## src/hdl/ps2_kbd_settings.svh

```systemverilog
`ifndef PS2_KBD_SETTINGS_SVH
`define PS2_KBD_SETTINGS_SVH

// PS/2 frame is start, 8 data bits LSB first, odd parity, stop
`define PS2_FRAME_BITS 11

`define PS2_SYNC_STAGES 2   // Flops on each PS/2 input

// Set-2 prefix bytes
`define KBD_BREAK_CODE 8'hF0
`define KBD_EXT_CODE   8'hE0

`define SEG_BLANK 8'hFF     // All segments and dp off

`endif

```

## src/hdl/ps2_kbd_pkg.sv

```systemverilog
package ps2_kbd_pkg;

    // One byte: scan code, ASCII code or press count
    typedef logic [7:0] scan_code_t;

    // Active-low segments {dp, g, f, e, d, c, b, a}
    typedef logic [7:0] seg_t;

    typedef enum logic [1:0] {
        st_make,    // Expecting a make code or a prefix
        st_break,   // F0 seen, next byte is the released key
        st_ext      // E0 seen, rest of the sequence is dropped
    } kbd_state_t;

endpackage

```

## src/hdl/ps2_rx.sv

```systemverilog
`timescale 1ns/1ns
`include "ps2_kbd_settings.svh"

module ps2_rx import ps2_kbd_pkg::*; (
    input  logic       clk,
    input  logic       rst_n,
    input  logic       ps2_clk,
    input  logic       ps2_data,
    output scan_code_t scan_code,
    output logic       scan_valid,
    output logic       frame_err
);

    localparam int CNT_W = $clog2(`PS2_FRAME_BITS);
    localparam int SYNC_MSB = `PS2_SYNC_STAGES - 1;

    logic [SYNC_MSB:0]            clk_sync;
    logic [SYNC_MSB:0]            data_sync;
    logic                         clk_prev;
    logic                         clk_fall;
    logic [CNT_W-1:0]             bit_cnt;
    logic [`PS2_FRAME_BITS-1:0]   frame;
    logic [`PS2_FRAME_BITS-1:0]   frame_nxt;
    logic                         last_bit;
    logic                         frame_ok;

    // Both lines idle high
    always_ff @(posedge clk or negedge rst_n) begin
        if (!rst_n) begin
            clk_sync  <= '1;
            data_sync <= '1;
            clk_prev  <= 1'b1;
        end else begin
            clk_sync  <= {clk_sync[SYNC_MSB-1:0], ps2_clk};
            data_sync <= {data_sync[SYNC_MSB-1:0], ps2_data};
            clk_prev  <= clk_sync[SYNC_MSB];
        end
    end

    assign clk_fall = clk_prev && !clk_sync[SYNC_MSB];

    // Bits arrive LSB first, so the frame shifts right
    assign frame_nxt = {data_sync[SYNC_MSB], frame[`PS2_FRAME_BITS-1:1]};
    assign last_bit  = clk_fall && (bit_cnt == CNT_W'(`PS2_FRAME_BITS - 1));

    // Start low, stop high, odd parity over data and parity bit
    assign frame_ok = !frame_nxt[0] && frame_nxt[`PS2_FRAME_BITS-1] &&
                      (^frame_nxt[`PS2_FRAME_BITS-2:1]);

    always_ff @(posedge clk or negedge rst_n) begin
        if (!rst_n) begin
            bit_cnt <= '0;
        end else if (clk_fall) begin
            bit_cnt <= last_bit ? '0 : bit_cnt + 1'b1;
        end
    end

    always_ff @(posedge clk) begin
        if (clk_fall) begin
            frame <= frame_nxt;
        end
        if (last_bit) begin
            scan_code <= frame_nxt[8:1];
        end
    end

    always_ff @(posedge clk or negedge rst_n) begin
        if (!rst_n) begin
            scan_valid <= 1'b0;
            frame_err  <= 1'b0;
        end else begin
            scan_valid <= last_bit && frame_ok;
            frame_err  <= last_bit && !frame_ok;
        end
    end

    a_valid_err_excl: assert property (@(posedge clk) disable iff (!rst_n)
        !(scan_valid && frame_err));

    // Frames are hundreds of cycles apart, a strobe never stretches
    a_valid_single: assert property (@(posedge clk) disable iff (!rst_n)
        scan_valid |=> !scan_valid);

endmodule

```

## src/hdl/kbd_ctrl.sv

```systemverilog
`timescale 1ns/1ns
`include "ps2_kbd_settings.svh"

module kbd_ctrl import ps2_kbd_pkg::*; (
    input  logic       clk,
    input  logic       rst_n,
    input  scan_code_t scan_code,
    input  logic       scan_valid,
    output scan_code_t key,
    output scan_code_t count,
    output logic       is_press
);

    kbd_state_t state;
    logic       new_press;

    // A repeat of the held key is typematic, not a new press
    assign new_press = !is_press || (scan_code != key);

    always_ff @(posedge clk or negedge rst_n) begin
        if (!rst_n) begin
            state    <= st_make;
            key      <= '0;
            count    <= '0;
            is_press <= 1'b0;
        end else if (scan_valid) begin
            case (state)
                st_make: begin
                    if (scan_code == `KBD_BREAK_CODE) begin
                        state <= st_break;
                    end else if (scan_code == `KBD_EXT_CODE) begin
                        state <= st_ext;
                    end else begin
                        key      <= scan_code;
                        is_press <= 1'b1;
                        if (new_press) begin
                            count <= count + 8'd1;   // Wraps at FF
                        end
                    end
                end
                st_break: begin
                    // Release of some other key leaves the held one shown
                    if (scan_code == key) begin
                        is_press <= 1'b0;
                    end
                    state <= st_make;
                end
                st_ext: begin
                    if (scan_code != `KBD_BREAK_CODE) begin
                        state <= st_make;   // F0 keeps swallowing
                    end
                end
                default: state <= st_make;
            endcase
        end
    end

    a_count_on_valid: assert property (@(posedge clk) disable iff (!rst_n)
        !scan_valid |=> $stable(count));

endmodule

```

## src/hdl/key2ascii.sv

```systemverilog
`timescale 1ns/1ns

module key2ascii import ps2_kbd_pkg::*; (
    input  scan_code_t key,
    output scan_code_t ascii
);

    // Set-2 make codes, unshifted only
    always_comb begin
        case (key)
            8'h1C: ascii = 8'h61;   // a
            8'h32: ascii = 8'h62;
            8'h21: ascii = 8'h63;
            8'h23: ascii = 8'h64;
            8'h24: ascii = 8'h65;
            8'h2B: ascii = 8'h66;
            8'h34: ascii = 8'h67;
            8'h33: ascii = 8'h68;
            8'h43: ascii = 8'h69;
            8'h3B: ascii = 8'h6A;
            8'h42: ascii = 8'h6B;
            8'h4B: ascii = 8'h6C;
            8'h3A: ascii = 8'h6D;
            8'h31: ascii = 8'h6E;
            8'h44: ascii = 8'h6F;
            8'h4D: ascii = 8'h70;
            8'h15: ascii = 8'h71;
            8'h2D: ascii = 8'h72;
            8'h1B: ascii = 8'h73;
            8'h2C: ascii = 8'h74;
            8'h3C: ascii = 8'h75;
            8'h2A: ascii = 8'h76;
            8'h1D: ascii = 8'h77;
            8'h22: ascii = 8'h78;
            8'h35: ascii = 8'h79;
            8'h1A: ascii = 8'h7A;   // z
            // Top-row digits
            8'h45: ascii = 8'h30;
            8'h16: ascii = 8'h31;
            8'h1E: ascii = 8'h32;
            8'h26: ascii = 8'h33;
            8'h25: ascii = 8'h34;
            8'h2E: ascii = 8'h35;
            8'h36: ascii = 8'h36;
            8'h3D: ascii = 8'h37;
            8'h3E: ascii = 8'h38;
            8'h46: ascii = 8'h39;
            8'h29: ascii = 8'h20;   // Space
            8'h5A: ascii = 8'h0D;   // Enter
            default: ascii = 8'h00;
        endcase
    end

endmodule

```

## src/hdl/hex7seg.sv

```systemverilog
`timescale 1ns/1ns

module hex7seg import ps2_kbd_pkg::*; (
    input  logic [3:0] digit,
    output seg_t       seg
);

    // Active low, gfedcba in bits 6..0, dp (bit 7) always off
    always_comb begin
        case (digit)
            4'h0: seg = 8'hC0;
            4'h1: seg = 8'hF9;
            4'h2: seg = 8'hA4;
            4'h3: seg = 8'hB0;
            4'h4: seg = 8'h99;
            4'h5: seg = 8'h92;
            4'h6: seg = 8'h82;
            4'h7: seg = 8'hF8;
            4'h8: seg = 8'h80;
            4'h9: seg = 8'h90;
            4'hA: seg = 8'h88;
            4'hB: seg = 8'h83;
            4'hC: seg = 8'hC6;
            4'hD: seg = 8'hA1;
            4'hE: seg = 8'h86;
            default: seg = 8'h8E;   // F
        endcase
    end

endmodule

```

## src/hdl/kbd_display_top.sv

```systemverilog
`timescale 1ns/1ns
`include "ps2_kbd_settings.svh"

module kbd_display_top import ps2_kbd_pkg::*; (
    input  logic clk,
    input  logic rst_n,
    input  logic ps2_clk,
    input  logic ps2_data,
    output seg_t key_lo_seg,
    output seg_t key_hi_seg,
    output seg_t ascii_lo_seg,
    output seg_t ascii_hi_seg,
    output seg_t count_lo_seg,
    output seg_t count_hi_seg,
    output logic is_press,
    output logic frame_err
);

    localparam seg_t SEG_ZERO = 8'hC0;   // Count shows "00" out of reset

    scan_code_t scan_code;
    logic       scan_valid;
    scan_code_t key;
    scan_code_t count;
    scan_code_t ascii;
    seg_t       key_lo_nxt;
    seg_t       key_hi_nxt;
    seg_t       ascii_lo_nxt;
    seg_t       ascii_hi_nxt;
    seg_t       count_lo_nxt;
    seg_t       count_hi_nxt;

    ps2_rx u_ps2_rx (
        .clk        (clk),
        .rst_n      (rst_n),
        .ps2_clk    (ps2_clk),
        .ps2_data   (ps2_data),
        .scan_code  (scan_code),
        .scan_valid (scan_valid),
        .frame_err  (frame_err)
    );

    kbd_ctrl u_kbd_ctrl (
        .clk        (clk),
        .rst_n      (rst_n),
        .scan_code  (scan_code),
        .scan_valid (scan_valid),
        .key        (key),
        .count      (count),
        .is_press   (is_press)
    );

    key2ascii u_key2ascii (.key(key), .ascii(ascii));

    hex7seg u_key_lo   (.digit(key[3:0]),   .seg(key_lo_nxt));
    hex7seg u_key_hi   (.digit(key[7:4]),   .seg(key_hi_nxt));
    hex7seg u_ascii_lo (.digit(ascii[3:0]), .seg(ascii_lo_nxt));
    hex7seg u_ascii_hi (.digit(ascii[7:4]), .seg(ascii_hi_nxt));
    hex7seg u_count_lo (.digit(count[3:0]), .seg(count_lo_nxt));
    hex7seg u_count_hi (.digit(count[7:4]), .seg(count_hi_nxt));

    // Key and ASCII digits go dark once the key is released
    always_ff @(posedge clk or negedge rst_n) begin
        if (!rst_n) begin
            key_lo_seg   <= `SEG_BLANK;
            key_hi_seg   <= `SEG_BLANK;
            ascii_lo_seg <= `SEG_BLANK;
            ascii_hi_seg <= `SEG_BLANK;
            count_lo_seg <= SEG_ZERO;
            count_hi_seg <= SEG_ZERO;
        end else begin
            key_lo_seg   <= is_press ? key_lo_nxt   : `SEG_BLANK;
            key_hi_seg   <= is_press ? key_hi_nxt   : `SEG_BLANK;
            ascii_lo_seg <= is_press ? ascii_lo_nxt : `SEG_BLANK;
            ascii_hi_seg <= is_press ? ascii_hi_nxt : `SEG_BLANK;
            count_lo_seg <= count_lo_nxt;
            count_hi_seg <= count_hi_nxt;
        end
    end

endmodule

```

## config.mk

```make
export PLATFORM = sky130hd
export DESIGN_NAME = kbd_display_top
export DESIGN_NICKNAME = d
export VERILOG_FILES = /design/src/hdl/ps2_kbd_pkg.sv /design/src/hdl/ps2_rx.sv /design/src/hdl/kbd_ctrl.sv /design/src/hdl/key2ascii.sv /design/src/hdl/hex7seg.sv /design/src/hdl/kbd_display_top.sv
export VERILOG_INCLUDE_DIRS = /design/src /design/src/hdl
export SDC_FILE = /design/constraint.sdc
export NUM_CORES = 1
export LEC_CHECK = 0
export BUFFER_PORTS_ARGS = -buffer_cell sky130_fd_sc_hd__buf_4
export CAP_MARGIN = 20
export CORE_ASPECT_RATIO = 1.4
export CORE_MARGIN = 5
export CORE_UTILIZATION = 50
export DETAILED_ROUTE_END_ITERATION = 12
export GPL_TIMING_DRIVEN = 0
export PLACE_DENSITY_LB_ADDON = 0.2
export SLEW_MARGIN = 20
export SYNTH_ARGS = -nofsm -noshare
export SYNTH_HDL_FRONTEND = slang
export SYNTH_HIERARCHICAL = 1
export SYNTH_SLANG_ARGS = --single-unit
export TNS_END_PERCENT = 10
```

## constraint.sdc

```tcl
create_clock -name clk -period 3.9 [get_ports clk]
set_clock_uncertainty 0.15 [all_clocks]
set_input_delay 0.195 -clock clk [delete_from_list [all_inputs] [get_ports clk]]
set_output_delay 0.195 -clock clk [all_outputs]
set_load 0.005 [all_outputs]
```

==> results of run 1 <==
==> cells in the final DEF (no fill, tap or decap), types with 6 or more instances in the layout <==
master | netlist | layout
xor2_1 | 12 | 12
conb_1 | 7 | 7
a21oi_1 | 22 | 22
mux2i_1 | 22 | 22
nand3_1 | 11 | 11
dfrtp_1 | 37 | 37
a22o_1 | 10 | 10
buf_2 | 15 | 15
ha_1 | 52 | 52
buf_4 | 7 | 60
o22ai_1 | 6 | 6
o21ai_0 | 24 | 24
dfstp_2 | 41 | 41
inv_1 | 30 | 30
edfxtp_1 | 18 | 18
mux4_1 | 6 | 6
clkbuf_16 | 0 | 9
nand2b_1 | 35 | 35
nand2_1 | 44 | 44
xnor2_1 | 10 | 10
mux2_2 | 9 | 9
buf_6 | 8 | 8
nor2_1 | 39 | 39
==> stage by stage <==
stage	area (sq um)	util
floorplan	5920	-
detailed placement	6500	0.556
global placement	6500	0.555
CTS	6830	0.583
global route	6870	0.587
finish	6870	0.587
==> cells by family after synthesis <==
kind of cell | after synthesis | synth area share
simple gates | 169 | 0.152
fa+ha+maj | 52 | 0.110
flops | 96 | 0.430
other cells | 7 | 0.00444
buf+inv | 63 | 0.0577
xor+xnor | 23 | 0.0364
compound gates | 106 | 0.124
mux | 39 | 0.0860
==> layer usage <==
metal / track usage / vias to the layer above / wire length, microns
met1: 0.191 / 2043 / 4550
met2: 0.318 / 100 / 6540
met5: 0 / - / 0
met4: 0.0643 / 0 / 274
met3: 0.0317 / 17 / 493
li1: - / 2047 / -
==> path summary, 6_finish.rpt <==
path | slack [ns] | endpoint | start
setup / recovery | 0.34 | ascii_hi_seg[3] | u_kbd_ctrl/key[1]
max in group asynchronous | 2.79 | count_lo_seg[6] | rst_n
min in group clk | 0.21 | u_ps2_rx/clk_sync[1] | u_ps2_rx/clk_sync[0]
setup reg to reg | 0.34 | ascii_hi_seg[3] | u_kbd_ctrl/key[1]
hold reg to reg | 0.21 | u_ps2_rx/clk_sync[1] | u_ps2_rx/clk_sync[0]
hold / removal | 0.19 | u_kbd_ctrl/key[0] | rst_n
==> synth_stat cells (5+ instances only) <==
cell / n / area (sq um)
o21ai_0: 24 / 120
conb_1: 7 / 26.3
buf_4: 7 / 52.6
nand3_1: 11 / 55.1
nor2_1: 39 / 146
mux4_1: 6 / 158
mux2i_1: 22 / 220
edfxtp_1: 18 / 541
ha_1: 52 / 651
inv_1: 30 / 113
mux2_2: 9 / 101
xor2_1: 12 / 105
a32o_1: 5 / 50.1
dfstp_2: 41 / 1080
buf_2: 15 / 75.1
o22ai_1: 6 / 37.5
nor3_1: 5 / 25.0
dfrtp_1: 37 / 926
a21oi_1: 22 / 110
nand2_1: 44 / 165
buf_6: 8 / 90.1
xnor2_1: 10 / 87.6
a22o_1: 10 / 87.6
o31ai_1: 5 / 37.5
o21ai_1: 5 / 25.0
nand2b_1: 35 / 219
==> what timing repair did <==
item / 4_1_cts / 5_1_grt
resized for setup: 0 / 2
hold endpoints to repair: 39 / 0
endpoints found under the setup margin: 0 / 5
hold buffers: 3 / 0
==> worst reg2reg max path: stages, from the launching register on <==
cell	delay [ns]
dfrtp_1	0.76
inv_1	0.21
ha_1	0.41
nand2_1	0.12
o31ai_1	0.09
o21ai_1	0.12
o31ai_1	0.28
a21o_1	0.26
inv_1	0.14
ha_1	0.30
inv_1	0.05
mux4_1	0.46
nand2b_1	0.15
==> sequential cells by signal, summed over array words and instances (netlist names) <==
| name | flops |
|---|---|
| count_hi_seg | 8 |
| u_ps2_rx/frame_err | 1 |
| u_ps2_rx/clk_sync | 2 |
| ascii_lo_seg | 8 |
| u_ps2_rx/bit_cnt | 4 |
| u_ps2_rx/clk_prev | 1 |
| u_ps2_rx/frame | 10 |
| u_kbd_ctrl/state | 2 |
| key_hi_seg | 8 |
| u_kbd_ctrl/count | 8 |
| u_kbd_ctrl/key | 8 |
| count_lo_seg | 8 |
| u_ps2_rx/scan_valid | 1 |
| u_kbd_ctrl/is_press | 1 |
| u_ps2_rx/data_sync | 2 |
| u_ps2_rx/scan_code | 8 |
| ascii_hi_seg | 8 |
| key_lo_seg | 8 |
==> power breakdown <==
group / internal, mW / leakage, nW / switching [mW]
logic: 0.351 / 1.68 / 0.386
registers: 1.19 / 1.10 / 0.106
clock network: 0.447 / 0.141 / 0.398
total: 1.99 / 2.92 / 0.891
==> layout make-up <==
type / count / area, sq um / share of cell area
multi-input cells: 396 / 3050 / 0.444
well taps: 147 / 184 / 0.0268
plain buffers: 31 / 221 / 0.0323
clock inverters: 7 / 66.3 / 0.00966
repair buffers: 57 / 455 / 0.0663
clock buffers: 9 / 225 / 0.0328
flip-flops and latches: 96 / 2540 / 0.370
inverters: 32 / 120 / 0.0175
==> flow_metrics.tcl, run 1 <==
set metrics [dict create \
    power_mw 2.88 \
    relSlewSlack 0.488 \
    crit_buf_inv 3 \
    clock_tree.root_cell "clkbuf_16" \
    post-cts-setup-buffer-count 0 \
    cp_data_required_time_ns 4.02 \
    worstSetupPathType "reg -> reg" \
    cts_buffers 9 \
    ys_ff_latch 96 \
    crit_chain "inv_1, ha_1, nand2_1, o31ai_1, o21ai_1, o31ai_1, a21o_1, inv_1, ha_1, inv_1, mux4_1, nand2b_1" \
    synth_warnings 6 \
    cap_viol_max_count 0 \
    antenna_found_initial 0 \
    viasPerCell 5.43 \
    hp-class "in -> async" \
    tightest_slew_ns 0.764 \
    synth-edff-count 18 \
    nNetsFinal 679 \
    r2r_cells 12 \
    cts_tree "done" \
    routabilityCongestion 0.935 \
    synthCells 555 \
    die_area_sq_um 14100 \
    synth_cell_types 68 \
    first_pass_iters 5 \
    start_util 0.506 \
    insertedDiodeCount 0 \
    grt_setup_unrepaired "false" \
    avgSynthCellArea_sq_um 10.7 \
    grt_pass1_wl_microns 19700 \
    cp-start-kind "register" \
    die_x_microns 102 \
    num_vias 4207 \
    finalMaxSlewViolations 0 \
    clk_latency_ns 0.34 \
    synth_nets 611 \
    ir_worst_vdd_v 0.000343 \
    synthToLayoutAreaGrowth_pct 16.0 \
    grt_max_degree 79 \
    post-place-cells 755 \
    finalSetupTns_ns 0 \
    hold-worst-slack_ns 0.195 \
    setup_slack_ns 0.336 \
    crit_fanout 18 \
    drc 0 \
    pre_cts_ws_ns 0.170 \
    htree_levels 3 \
    fin_crit_sh 0.914 \
    final_cell_count_no_fill 775 \
    synth_area_sq_um 5920 \
    cts_num_sinks 96 \
    drtIter0Drc 151 \
    grt_remaining_overflow 0 \
    p_leak_nw 2.92 \
    pin_count 54 \
    async_flop_share 0.813 \
    path_delay_family "flip-flops" \
    cp.depth 12 \
    wl_per_cell_microns 15.3 \
    cp_slowest_cell "dfrtp_1" \
    grt_pass1_vias 4241 \
    cts.path.max_buffers 2 \
    drive_gt1_frac 0.272 \
    worstPathArrival_ns 3.69 \
    outcome "complete, no violations" \
    drtAntennaViolNets 0 \
    die_height_microns 139 \
    dp_hpwl_microns 8650 \
    cp_common_cell "inv_1" \
    finalHoldViolations 0 \
    finalSetupViolCount 0 \
    ys_seq_area_frac 0.430 \
    fillCellCount 1027 \
    core_area_sq_um 11700 \
    grt_use_total 0.172 \
    routed_wl_microns 11900 \
    critPathCaptureType "register" \
    num_rows 47 \
    clk_pin_slew_ns 0.07 \
    synth_ff_type "dfstp_2" \
    portBuffers 53 \
    p_per_area_nw_per_um2 419 \
    min_period_ns 3.56 \
    max_stage_delay_ns 0.76 \
    fmax_ghz 0.281 \
]
Power figures use the tool's default switching activity.
==> run 2: changes to the inputs <==
--- a/config.mk
+++ b/config.mk
@@ -10,9 +10,10 @@
 export CAP_MARGIN = 20
 export CORE_ASPECT_RATIO = 1.4
 export CORE_MARGIN = 5
-export CORE_UTILIZATION = 50
+export CORE_UTILIZATION = 55
 export DETAILED_ROUTE_END_ITERATION = 12
 export GPL_TIMING_DRIVEN = 0
+export MAX_ROUTING_LAYER = met4
 export PLACE_DENSITY_LB_ADDON = 0.2
 export SLEW_MARGIN = 20
 export SYNTH_ARGS = -nofsm -noshare
==> run 2 against run 1 <==
Against the previous run:
- global-route usage up 2.1 points
- hold slack better by 0.012 ns
- clock power up 2%
- sequential share of layout area up 0.26 points
- power up 0.19%
- routed wire length down 2.6%
- setup slack better by 0.039 ns
- utilization up 6.5 points
- critical endpoint is now ascii_lo_seg[3]
- largest power group unchanged
==> flow_metrics.tcl, run 2 (synthesis gave the netlist of run 1 again) <==
set metrics [dict create \
    hold_depth 0 \
    grt.met3_usage 0.0479 \
    regToRegStartpoint "u_kbd_ctrl/key[1]" \
    num_rows 44 \
    clock_tree.root_cell "clkbuf_16" \
    grt_use_total 0.193 \
    critPathCaptureType "register" \
    r2r-end "ascii_lo_seg[3]" \
    regMostFlops "u_ps2_rx/frame" \
    drtIter0Drc 139 \
    p_per_area_nw_per_um2 423 \
    hp-class "reg -> reg" \
    die_area_sq_um 13000 \
    clk_latency_ns 0.35 \
    worstSetupPathType "reg -> reg" \
    die_x_microns 97.7 \
    start_util 0.566 \
    min_period_ns 3.52 \
    die_height_microns 133 \
    finalSetupTns_ns 0 \
    grt_max_degree 79 \
    cp_data_required_time_ns 4.03 \
    cp-start-kind "register" \
    dp_hpwl_microns 8400 \
    outcome "complete, no violations" \
    relSlewSlack 0.369 \
    drc 0 \
    finalMaxSlewViolations 0 \
    routabilityCongestion 0.916 \
    antenna_found_initial 0 \
    largest_reg_flops 10 \
    setup_slack_ns 0.375 \
    viasPerCell 5.58 \
    pre_cts_ws_ns 0.218 \
    nNetsFinal 678 \
    drive_gt1_frac 0.270 \
    pin_count 54 \
    top_usage_layer "met2" \
    cts_buffers 9 \
    grt_pass1_vias 4325 \
    core_area_sq_um 10500 \
    portBuffers 53 \
    fin_crit_sh 0.904 \
    grt_pass1_wl_microns 20000 \
    cts_num_sinks 96 \
    insertedDiodeCount 0 \
    routed_wl_microns 11500 \
    worstPathArrival_ns 3.65 \
    cts_tree "done" \
    num_vias 4269 \
    finalHoldViolations 0 \
    grt_remaining_overflow 0 \
    crit_fanout 18 \
    wl_per_cell_microns 15.1 \
    final_cell_count_no_fill 765 \
    cp-startpoint "u_kbd_ctrl/key[1]" \
    clk_pin_slew_ns 0.07 \
    synthToLayoutAreaGrowth_pct 15.2 \
    final_common_cell "buf_4" \
    post-place-cells 746 \
    grtUsageMet1 0.206 \
    drtAntennaViolNets 0 \
    use_met2 0.337 \
    p_leak_nw 2.91 \
    grt_setup_unrepaired "false" \
    htree_levels 3 \
    cap_viol_max_count 0 \
    ir_worst_vdd_v 0.000297 \
    tightest_slew_ns 0.947 \
    endpoint "ascii_lo_seg[3]" \
    first_pass_iters 4 \
    reg2reg_slack_ns 0.38 \
    r2r_cells 13 \
    cts.path.max_buffers 2 \
    fmax_ghz 0.284 \
    mostFrequentLayoutCells "buf_4 (60), ha_1 (52), nand2_1 (44)" \
    finalSetupViolCount 0 \
]
-- run 2: cell types whose count changed in the layout (fill, tap and decap cells not counted), sizes merged --
cell and delta:
buf -1, clkinv -1, clkinvlp +1
-- run 2: where the power goes --
group / switching (mW) / internal [mW]
Sequential: 0.105 / 1.19
Clock: 0.413 / 0.446
Combinational: 0.382 / 0.349
-- run 2: cell type report --
class | count | area [sq um]
Buffer | 31 | 221
Tap cell | 138 | 173
Clock buffer | 9 | 225
Timing Repair Buffer | 56 | 428
Clock inverter | 7 | 65.1
Fill cell | 845 | 3640
Sequential cell | 96 | 2540
Multi-Input combinational cell | 396 | 3040
Inverter | 32 | 120
-- run 2: worst max-delay path, stage by stage (launching register included) --
cell and delay (ns):
dfrtp_1 0.61, inv_1 0.24, ha_1 0.38, nor2_1 0.10, a211o_1 0.28, a21oi_1 0.15
a31oi_1 0.06, o32ai_1 0.34, inv_1 0.26, ha_1 0.26, or2_2 0.28, a21oi_1 0.15
a31oi_1 0.05, nand2b_1 0.14
-- run 2: per-layer routing --
layer | wire, microns | vias to the layer above
li1 | - | 2048
met1 | 4450 | 2095
met2 | 6250 | 106
met3 | 534 | 20
met4 | 312 | 0
met5 | 0 | -
-- run 2: worst min path at each step --
stage / startpoint / slack (ns) / end
finish: u_ps2_rx/clk_sync[0] / 0.21 / u_ps2_rx/clk_sync[1]
global route: u_ps2_rx/clk_sync[0] / 0.21 / u_ps2_rx/clk_sync[1]
CTS: u_ps2_rx/clk_sync[0] / 0.21 / u_ps2_rx/clk_sync[1]
detailed placement: ps2_clk / 0.16 / u_ps2_rx/clk_sync[0]
global placement: ps2_clk / 0.15 / u_ps2_rx/clk_sync[0]
floorplan: rst_n / -0.25 / count_hi_seg[0]
-- run 2: per-stage QoR --
step | instance area (sq um) | total power [mW] | util | hold WS (ns)
after floorplan | 5920 | 1.76 | - | -0.251
after global placement | 6490 | 2.01 | 0.620 | 0.153
after detailed placement | 6490 | 2.04 | 0.621 | 0.156
after CTS | 6810 | 2.90 | 0.651 | 0.209
after global routing | 6820 | 3.06 | 0.652 | 0.215
final | 6820 | 2.88 | 0.652 | 0.207
-- run 2: what timing repair did --
| action | 4_1_cts | 5_1_grt |
|---|---|---|
| endpoints found under the setup margin | 0 | 3 |
| buffers inserted | 0 | 0 |
| gates resized for setup | 0 | 1 |
| hold buffers | 3 | 0 |
| hold endpoints to repair | 39 | 0 |
==> run 3: changes to the inputs <==
--- a/config.mk
+++ b/config.mk
@@ -14,7 +14,7 @@
 export DETAILED_ROUTE_END_ITERATION = 12
 export GPL_TIMING_DRIVEN = 0
 export MAX_ROUTING_LAYER = met4
-export PLACE_DENSITY_LB_ADDON = 0.2
+export PLACE_DENSITY = 0.78
 export SLEW_MARGIN = 20
 export SYNTH_ARGS = -nofsm -noshare
 export SYNTH_HDL_FRONTEND = slang
==> run 3 against run 2 <==
Against the previous run:
- first-iteration DRC count grew 19%
- via count down 0.45%
- highest routed layer unchanged
- count of clock-buffer cells in the layout unchanged
- global-route usage is 0.12 points higher
- clock power decreased by 0.9%
- critical path depth decreased by 1
- setup slack lost 0.052 ns
- power about the same
- final area increased by 0.29%
- combinational power is 1% higher
==> flow_metrics.tcl, run 3 (synthesis gave the netlist of run 1 again) <==
set metrics [dict create \
    outcome "complete, no violations" \
    die_area_sq_um 13000 \
    clock_tree.root_cell "clkbuf_16" \
    finalMaxSlewViolations 0 \
    switching_share 0.310 \
    nNetsFinal 679 \
    crit_fanout 18 \
    cp-start-kind "register" \
    cts_num_sinks 96 \
    power.share.clock 0.295 \
    clk_latency_ns 0.35 \
    internal-power_mw 1.99 \
    grt_setup_unrepaired "false" \
    cts.path.max_buffers 2 \
    wl_met2_microns 6530 \
    core_area_sq_um 10500 \
    grt_remaining_overflow 0 \
    drc 0 \
    grt_max_degree 79 \
    dp_hpwl_microns 8540 \
    p_leak_nw 2.92 \
    largest_reg_flops 10 \
    p_sw_uw 895 \
    fmax_ghz 0.280 \
    relSlewSlack 0.493 \
    drtAntennaViolNets 0 \
    hp-class "in -> async" \
    critPathCaptureType "register" \
    wl_met3_microns 479 \
    start_util 0.566 \
    die_x_microns 97.7 \
    drive_gt1_frac 0.269 \
    drtIter0Drc 166 \
    mostFrequentLayoutCells "buf_4 (60), ha_1 (52), nand2_1 (44)" \
    min_period_ns 3.58 \
    wl_met1_microns 4550 \
    regMostFlops "u_ps2_rx/frame" \
    cp_data_required_time_ns 4.01 \
    grt_pass1_vias 4348 \
    tightest_slew_ns 0.756 \
    insertedDiodeCount 0 \
    final_util 0.654 \
    ir_worst_vdd_v 0.000327 \
    pin_count 54 \
    viasPerCell 5.55 \
    finalHoldViolations 0 \
    final_common_cell "buf_4" \
    htree_levels 3 \
    power_mw 2.88 \
    grt_pass1_wl_microns 20100 \
    p_per_area_nw_per_um2 421 \
    power_frac_seq 0.449 \
    wl_per_cell_microns 15.4 \
    antenna_found_initial 0 \
    routabilityCongestion 0.909 \
    worstPathArrival_ns 3.69 \
    cap_viol_max_count 0 \
    fin_crit_sh 0.917 \
    die_height_microns 133 \
    routed_wl_microns 11800 \
    cts_buffers 9 \
    worstSetupPathType "reg -> reg" \
    fillCellCount 836 \
    clk_pin_slew_ns 0.07 \
    synthToLayoutAreaGrowth_pct 15.6 \
    portBuffers 53 \
    num_vias 4250 \
    num_rows 44 \
    finalSetupViolCount 0 \
    finalSetupTns_ns 0 \
    grt_use_total 0.194 \
    power.share.combinational 0.256 \
    highest_layer "met4" \
    cts_tree "done" \
    first_pass_iters 5 \
]
[run 3: final cells by class]
cell class / instances / area [sq um] / area share
Multi-Input combinational cell: 396 / 3040 / 0.445
Sequential cell: 96 / 2540 / 0.372
Timing Repair Buffer: 57 / 448 / 0.0655
Clock buffer: 9 / 225 / 0.0329
Buffer: 31 / 221 / 0.0324
Tap cell: 138 / 173 / 0.0252
Inverter: 32 / 120 / 0.0176
Clock inverter: 7 / 65.1 / 0.00951
[run 3: what timing repair did]
item                                   4_1_cts  5_1_grt
setup buffers                                0        0
hold buffers                                 3        0
gates resized for setup                      0        1
endpoints found under the hold margin       39        0
setup endpoints to repair                    0        3
[run 3: power by group through the flow]
stage | sequential, mW | clock (mW) | combinational [mW]
after floorplan | 1.30 | 0 | 0.464
after global placement | 1.30 | 0 | 0.704
after detailed placement | 1.31 | 0 | 0.727
after CTS | 1.30 | 0.877 | 0.734
after global routing | 1.32 | 0.921 | 0.822
final | 1.29 | 0.851 | 0.738
[run 3: worst max-delay path: stages (launching register included)]
cell and delay, ns:
dfrtp_1 0.78, inv_1 0.21, ha_1 0.41, nand2_1 0.11
o31ai_1 0.08, o21ai_1 0.11, o31ai_1 0.27, a21o_1 0.25
inv_1 0.14, ha_1 0.30, inv_1 0.06, mux4_1 0.47
nand2b_1 0.15
[run 3: path summary, 6_finish.rpt]
path | start | end | slack (ns) | cells after the start
worst max-delay path | u_kbd_ctrl/key[1] | ascii_hi_seg[3] | 0.32 | 12
worst min register to register | u_ps2_rx/clk_sync[0] | u_ps2_rx/clk_sync[1] | 0.21 | 0
min in group clk | u_ps2_rx/clk_sync[0] | u_ps2_rx/clk_sync[1] | 0.21 | 0
worst max register to register | u_kbd_ctrl/key[1] | ascii_hi_seg[3] | 0.32 | 12
worst min-delay path | rst_n | u_kbd_ctrl/state[0] | 0.19 | 2
max in group asynchronous | rst_n | count_hi_seg[6] | 2.79 | 3
[run 3: per-stage QoR]
stage / instance area [sq um] / hold WS [ns] / instances / setup WS [ns]
finish: 6840 / 0.194 / 766 / 0.323
global route: 6840 / 0.215 / 766 / 0.0544
CTS: 6810 / 0.207 / 765 / 0.151
detailed placement: 6490 / 0.154 / 746 / 0.172
global placement: 6490 / 0.153 / 746 / 0.260
floorplan: 5920 / -0.251 / 555 / 0.880
[run 3: per-layer routing]
metal	global-route usage	up-vias
met5	-	-
met1	0.206	2069
met2	0.350	117
met3	0.0400	12
li1	-	2052
met4	0.0747	0
